<file path="config.mk">
export PLATFORM = sky130hd
export DESIGN_NAME = fetch_unit
export DESIGN_NICKNAME = d
export VERILOG_FILES = /design/src/hdl/ifetch_pkg.sv /design/src/hdl/fetch_unit.sv
export SDC_FILE = /design/constraint.sdc
export NUM_CORES = 1
export LEC_CHECK = 0
export BUFFER_PORTS_ARGS = -buffer_cell sky130_fd_sc_hd__clkbuf_2
export CAP_MARGIN = 0
export CORE_MARGIN = 2
export CORE_UTILIZATION = 54
export DETAILED_ROUTE_END_ITERATION = 16
export PLACE_DENSITY = 0.84
export SETUP_SLACK_MARGIN = 0.15
export SLEW_MARGIN = 5
export SYNTH_ARGS = -nofsm -noshare
export SYNTH_HDL_FRONTEND = slang
export SYNTH_SLANG_ARGS = --single-unit
</file>
<file path="constraint.sdc">
create_clock -name clk -period 4.55 [get_ports clk]
set_clock_uncertainty 0.05 [all_clocks]
set_input_delay 0.6825 -clock clk [delete_from_list [all_inputs] [get_ports clk]]
set_output_delay 0.6825 -clock clk [all_outputs]
set_load 0.01 [all_outputs]
</file>
<file path="src/hdl/ifetch_pkg.sv">
/*
  Shared widths and types for the instruction-fetch subsystem.
  Import with a wildcard in the module header of every block that
  uses an address view or a cache line.
*/
package ifetch_pkg;

  // Byte address and instruction word
  localparam int ADDR_WIDTH = 32;
  localparam int WORD_WIDTH = 32;

  // Line geometry, four words of 32 bits
  localparam int WORDS_PER_LINE = 4;
  localparam int LINE_WIDTH = WORDS_PER_LINE * WORD_WIDTH;

  // Address split used by the cache
  localparam int BYTE_OFF_WIDTH = 2;
  localparam int WORD_OFF_WIDTH = $clog2(WORDS_PER_LINE);
  localparam int TAG_WIDTH = ADDR_WIDTH - WORD_OFF_WIDTH - BYTE_OFF_WIDTH;

  // One fetch address, seen either as a plain word or split into fields
  typedef union packed {
    logic [ADDR_WIDTH-1:0] raw;
    struct packed {
      logic [TAG_WIDTH-1:0] tag;
      logic [WORD_OFF_WIDTH-1:0] word_sel;
      logic [BYTE_OFF_WIDTH-1:0] byte_sel;
    } split;
  } fetch_addr_u;

  // Whole cache line, word 0 sits in the low bits
  typedef logic [LINE_WIDTH-1:0] line_t;

endpackage

</file>
<file path="src/hdl/fetch_unit.sv">
/*
  Fetch unit: walks the program counter, holds a pending branch redirect
  and registers each word the cache delivers. The address stays stable
  until the cache pulses data_ready.
*/
module fetch_unit
  import ifetch_pkg::*;
#(
  parameter logic [ADDR_WIDTH-1:0] RESET_PC = '0
)
(
  input  logic clk,
  input  logic reset,
  input  logic redirect,
  input  logic [ADDR_WIDTH-1:0] redirect_target,
  input  logic data_ready,
  input  logic [WORD_WIDTH-1:0] data_out,
  output logic [ADDR_WIDTH-1:0] fetch_address,
  output logic [WORD_WIDTH-1:0] instr,
  output logic [ADDR_WIDTH-1:0] instr_address,
  output logic instr_valid
);

  // Program counter, only the raw view is needed here
  fetch_addr_u pc;

  // Redirect waiting for the next delivered word
  logic redirect_pending;
  logic [ADDR_WIDTH-1:0] pending_target;

  // A redirect in the same cycle as data_ready counts as pending
  logic take_redirect;
  logic [ADDR_WIDTH-1:0] next_target;

  assign take_redirect = redirect || redirect_pending;
  assign next_target = redirect ? redirect_target : pending_target;
  assign fetch_address = pc.raw;

  always_ff @(posedge clk or posedge reset)
  begin
    if (reset)
    begin
      pc.raw <= RESET_PC;
      redirect_pending <= 1'b0;
      instr_valid <= 1'b0;
    end
    else
    begin
      instr_valid <= 1'b0;
      if (data_ready)
      begin
        if (take_redirect)
        begin
          // Word fetched on the old path is dropped
          pc.raw <= next_target;
          redirect_pending <= 1'b0;
        end
        else
        begin
          pc.raw <= pc.raw + ADDR_WIDTH'(4);
          instr_valid <= 1'b1;
        end
      end
      else if (redirect)
      begin
        redirect_pending <= 1'b1;
      end
    end
  end

  // Target register, a later redirect overwrites the earlier one
  always_ff @(posedge clk)
  begin
    if (redirect)
      pending_target <= redirect_target;
  end

  // Output word and its address, qualified by instr_valid
  always_ff @(posedge clk)
  begin
    if (data_ready)
    begin
      instr <= data_out;
      instr_address <= pc.raw;
    end
  end

  // Cache relies on a stable address between deliveries
  a_addr_stable: assert property (@(posedge clk) disable iff (reset)
    $changed(fetch_address) |-> $past(data_ready));

endmodule

</file>
== Yosys cells after proc, flatten, opt, wreduce, memory -nomap -nowiden ==
Index checks and enable logic that the tools add are counted.
Storage, ports and cells
  register bits: 130
  bits of input ports: 68
  logic and storage cells: 18
Cells by class
  add/subtract/negate cells: 1
  equality and inequality tests: 1
  multiplexer cells: 7
  reduce and logical (&&, ||, !) cells: 3
Operators with widths (count)
  32-bit two-way mux: 2
  32-bit by 3-bit adder with 32-bit output (second input constant): 1
  1-bit two-way mux: 5
  2-bit by 1-bit != test with 1-bit output (second input constant): 1
  2-bit AND reduction: 1
  2-bit nonzero test: 1
  1-bit logical OR: 1

== Depth between registers and ports, before layout ==
  depth after elaboration: 3
  mapped depth: 6
  mapped depth without buffers: 5

== Least setup slack after synthesis ==
Ideal clock, no wire load.
  path type: input to register
  start point: input redirect
  end point: register pc (netlist bit fetch_address[31])
  library setup time: 0.069 ns
  arrival: 1.838 ns
  data required time: 4.431 ns
  setup slack: 2.592 ns
  stages on the path: 5
  cells stage by stage: buf_6 > or3b_2 > nor2_1 > or4b_1 > nand3_1
Between the ends
  longest elaborated chain between the ends: 2
Ends and longest elaborated chain
  start: declaration: line fetch_unit.sv:14  | input logic redirect,
  32-bit two-way mux or 1-bit logical OR (tied branches)
  32-bit two-way mux (*): line fetch_unit.sv:52  | if (take_redirect)
  end: declaration: line fetch_unit.sv:25  | fetch_addr_u pc;
Mark *: on every way between the ends. The rest lies on a longest branch, timed or not.
A chain may end at the register's enable or synchronous reset.

== Final worst setup path ==
  start point: input redirect
  end point: register pc (netlist bit fetch_address[18])
The elaborated chain is that of the path after synthesis.

==> impl_metrics.csv <==
group,metric,value,unit
setup_path,worstPathRequired,4.88,ns
drt,totalWireLength,11900,um
drt,via_count,3947,
cts,cts_root_buffer,"clkbuf_8",
cts,number_of_buffers_created_by_cts,17,
cts,tritoncts,"done",
global_route,grt-busiest-layer,"met2",
place,pre_cts_ws,1.56,ns
global_route,grt_antenna_before_repair,0,
cts,post_cts_resized,0,
timing,fmax,398,MHz
power,power_density,502,nW/um^2
logic_synthesis,ys_ff_latch,130,
global_route,groute.usage.overall,0.235,
logic_synthesis,yosys.area.top_type_share,0.377,
place,finalWeightedCongestion,0.892,
place,place.port_buffers,164,
setup_path,timing_worst_setup_path_type,"in2reg",
layout,fillerInstances,619,
cts,cts_num_sinks,130,
layout,antenna_cells_inserted,0,
logic_synthesis,post_synth_num_cell_types,53,
layout,design.final.nets,611,
logic_synthesis,synth_enable_flop_cells,64,
logic_synthesis,syn-cell-area,5100,um^2
layout,finished_core_util,0.717,
global_route,globalRouteOverflowTotal,0,
drt,via_per_inst,5.93,
global_route,groute.layer.met3.usage,0.0787,
timing,whs,0.203,ns
place,dp.final_hpwl,8260,um
setup_path,worst_r2r_startpoint,"fetch_address[2]",
drt,drt_iter0_drc,343,
drt,wl_per_instance,17.9,um
global_route,gr-usage-met2,0.387,
setup_path,r2r.worst_path.cells,5,
setup_path,worstSetupEndpointType,"flip-flop",
die,num_rows,35,
timing,timing.final.hold_violations,0,
logic_synthesis,dominantRegCellSynth,"edfxtp_1",
setup_path,reg2reg_setup_slack,2.34,ns
logic_synthesis,synth_top_cells_by_area,"edfxtp_1, dfrtp_1, dfxtp_1",
die,initial_utilization,0.555,
drt,remaining_drc_errors,0,
timing,setup_slack,2.04,ns
logic_synthesis,synth_sequential_area_ratio,0.669,
worst_hold_path,min-delay-path-class,"in2async",
global_route,vias_in_the_first_global_route,3617,
cts,cts_max_path_buffers,2,
die,die_x,101,um
setup_path,worstReg2RegEnd,"fetch_address[26]",
cts,cts-htree-levels,4,
logic_synthesis,yosys.area.top_type,"edfxtp_1",
cts,worst_skew_late_latency,0.52,ns
setup_path,critical_path_peak_fanout,38,
die,coreArea,9200,um^2
timing,measured_slew_at_the_worst_slew_check_pin,0.979,ns
logic_synthesis,synth_cells,375,
timing,rsz0062_at_grt,"false",
timing,timing.final.crit_share,0.552,
layout,highest_count_cells_in_the_layout_ignoring_fill_and_taps,"clkbuf_2, edfxtp_1, mux2_2",
die,chipHeight,101,um
cts,postCtsSetupRepairBufs,0,
layout,final_layout_size_suffix_gt1_frac,0.441,
global_route,wire_length_of_the_first_global_routing_pass,18100,um
drt,route.antenna.remaining_nets,0,
timing,final-setup-viol-count,0,
logic_synthesis,synthesis.yosys.warnings,0,
cts,post_cts_hold_buffer_count,0,
timing,report.final.slew_viol_count,0,
layout,leading_cell_type_in_the_layout_fill_and_taps_excluded,"clkbuf_2",
timing,maxSlewHeadroom,0.347,
layout,flow.area_growth_from_synthesis,29.2,%
drt,drt-pass1-iter-count,5,
logic_synthesis,mappedNetlistNets,444,
power,total_power,3310,uW
power,worst_ir_drop_vdd,0.274,mV
die,io-pin-count,165,
run,maxCapViolations,0,
run_status,run_status,"finished, final reports clean",
global_route,grt_start_max_net_pins,47,
timing,fin_setup_tns,0,ns
cts,clock_slew_seen_by_the_registers_of_the_worst_setup_and_hold_paths,0.06,ns
logic_synthesis,async_reset_ff_frac,0.262,
timing,layout_min_cycle_time,2.51,ns
logic_synthesis,synth.avg_cell_area,13.6,um^2
power,total_leakage_power,0.00279,uW
setup_path,setup.worst_path.start_class,"input pin",
setup_path,timing.critical_path.arrival,2.84,ns
global_route,grtUsageMet1,0.286,
die,die_area,10200,um^2
## synth_stat cells, types with 3 or more instances
cell type and number:
nor4_1 5, a22oi_1 8, and4_1 6, a2bb2oi_1 3
nand4_1 13, a311oi_1 7, inv_1 5, dfrtp_1 34
buf_2 8, dfxtp_1 32, mux2_2 35, nand2_1 17
clkbuf_1 9, o21ai_0 9, o22ai_1 13, a21oi_1 18
edfxtp_1 64, nor2_1 20, and2_1 3, nor3_1 5
a211oi_1 9, nand3_1 14
## state kept, by name, indices dropped and copies added, names as in the netlist
signal,count
fetch_address,32
instr,32
instr_address,32
pending_target,32
instr_valid,1
redirect_pending,1
## cell type report
type	count	area [um^2]	area share
inverters	5	18.8	0.00285
clock buffers	18	418	0.0634
flip-flops and latches	130	3410	0.518
well taps	111	139	0.0211
multi-input cells	220	1570	0.238
repair buffers	168	853	0.129
clock inverters	14	180	0.0273
## critical path, cell delays in order
cell and delay [ns]:
clkbuf_2 0.53, nor2_2 0.84, buf_4 0.39, nand3_1 0.12
o22ai_1 0.17, a211oi_1 0.10
## where the power goes
group / internal, uW / total (uW) / switching [uW]
Combinational: 192 / 442 / 250
Clock: 842 / 1350 / 512
Sequential: 1390 / 1520 / 128
## cell families (layout without fill, tap and decap cells)
logic type	after synthesis	in the layout	synth area share
buffers and inverters	25	205	0.0233
multiplexers	36	36	0.0792
flip-flops	130	130	0.669
AND/OR/NAND/NOR	103	103	0.122
AO/OA/AOI/OAI	80	80	0.105
adder cells (fa/ha/maj)	1	1	0.00245
## routing by layer
| layer | up-vias | wire, um |
|---|---|---|
| li1 | 1799 | - |
| met2 | 242 | 6140 |
| met1 | 1881 | 4450 |
| met4 | 0 | 216 |
| met3 | 25 | 1120 |
| met5 | - | 0 |
## how the worst max path moves through the flow
stage / slack (ns) / endpoint / cells after the start / startpoint
floorplan: 2.59 / fetch_address[31] / 5 / redirect
global placement: 1.67 / fetch_address[4] / 6 / redirect
detailed placement: 1.56 / fetch_address[18] / 6 / redirect
CTS: 2.08 / fetch_address[18] / 6 / redirect
global route: 1.84 / fetch_address[18] / 6 / redirect
finish: 2.04 / fetch_address[18] / 6 / redirect
## per-stage QoR
step | cell area, um^2 | std cells
after global routing | 6590 | 666
after detailed placement | 6000 | 634
after CTS | 6590 | 666
after global placement | 6000 | 634
final | 6590 | 666
after floorplan | 5100 | 375
Note: power is estimated with default switching activity, not from simulation.
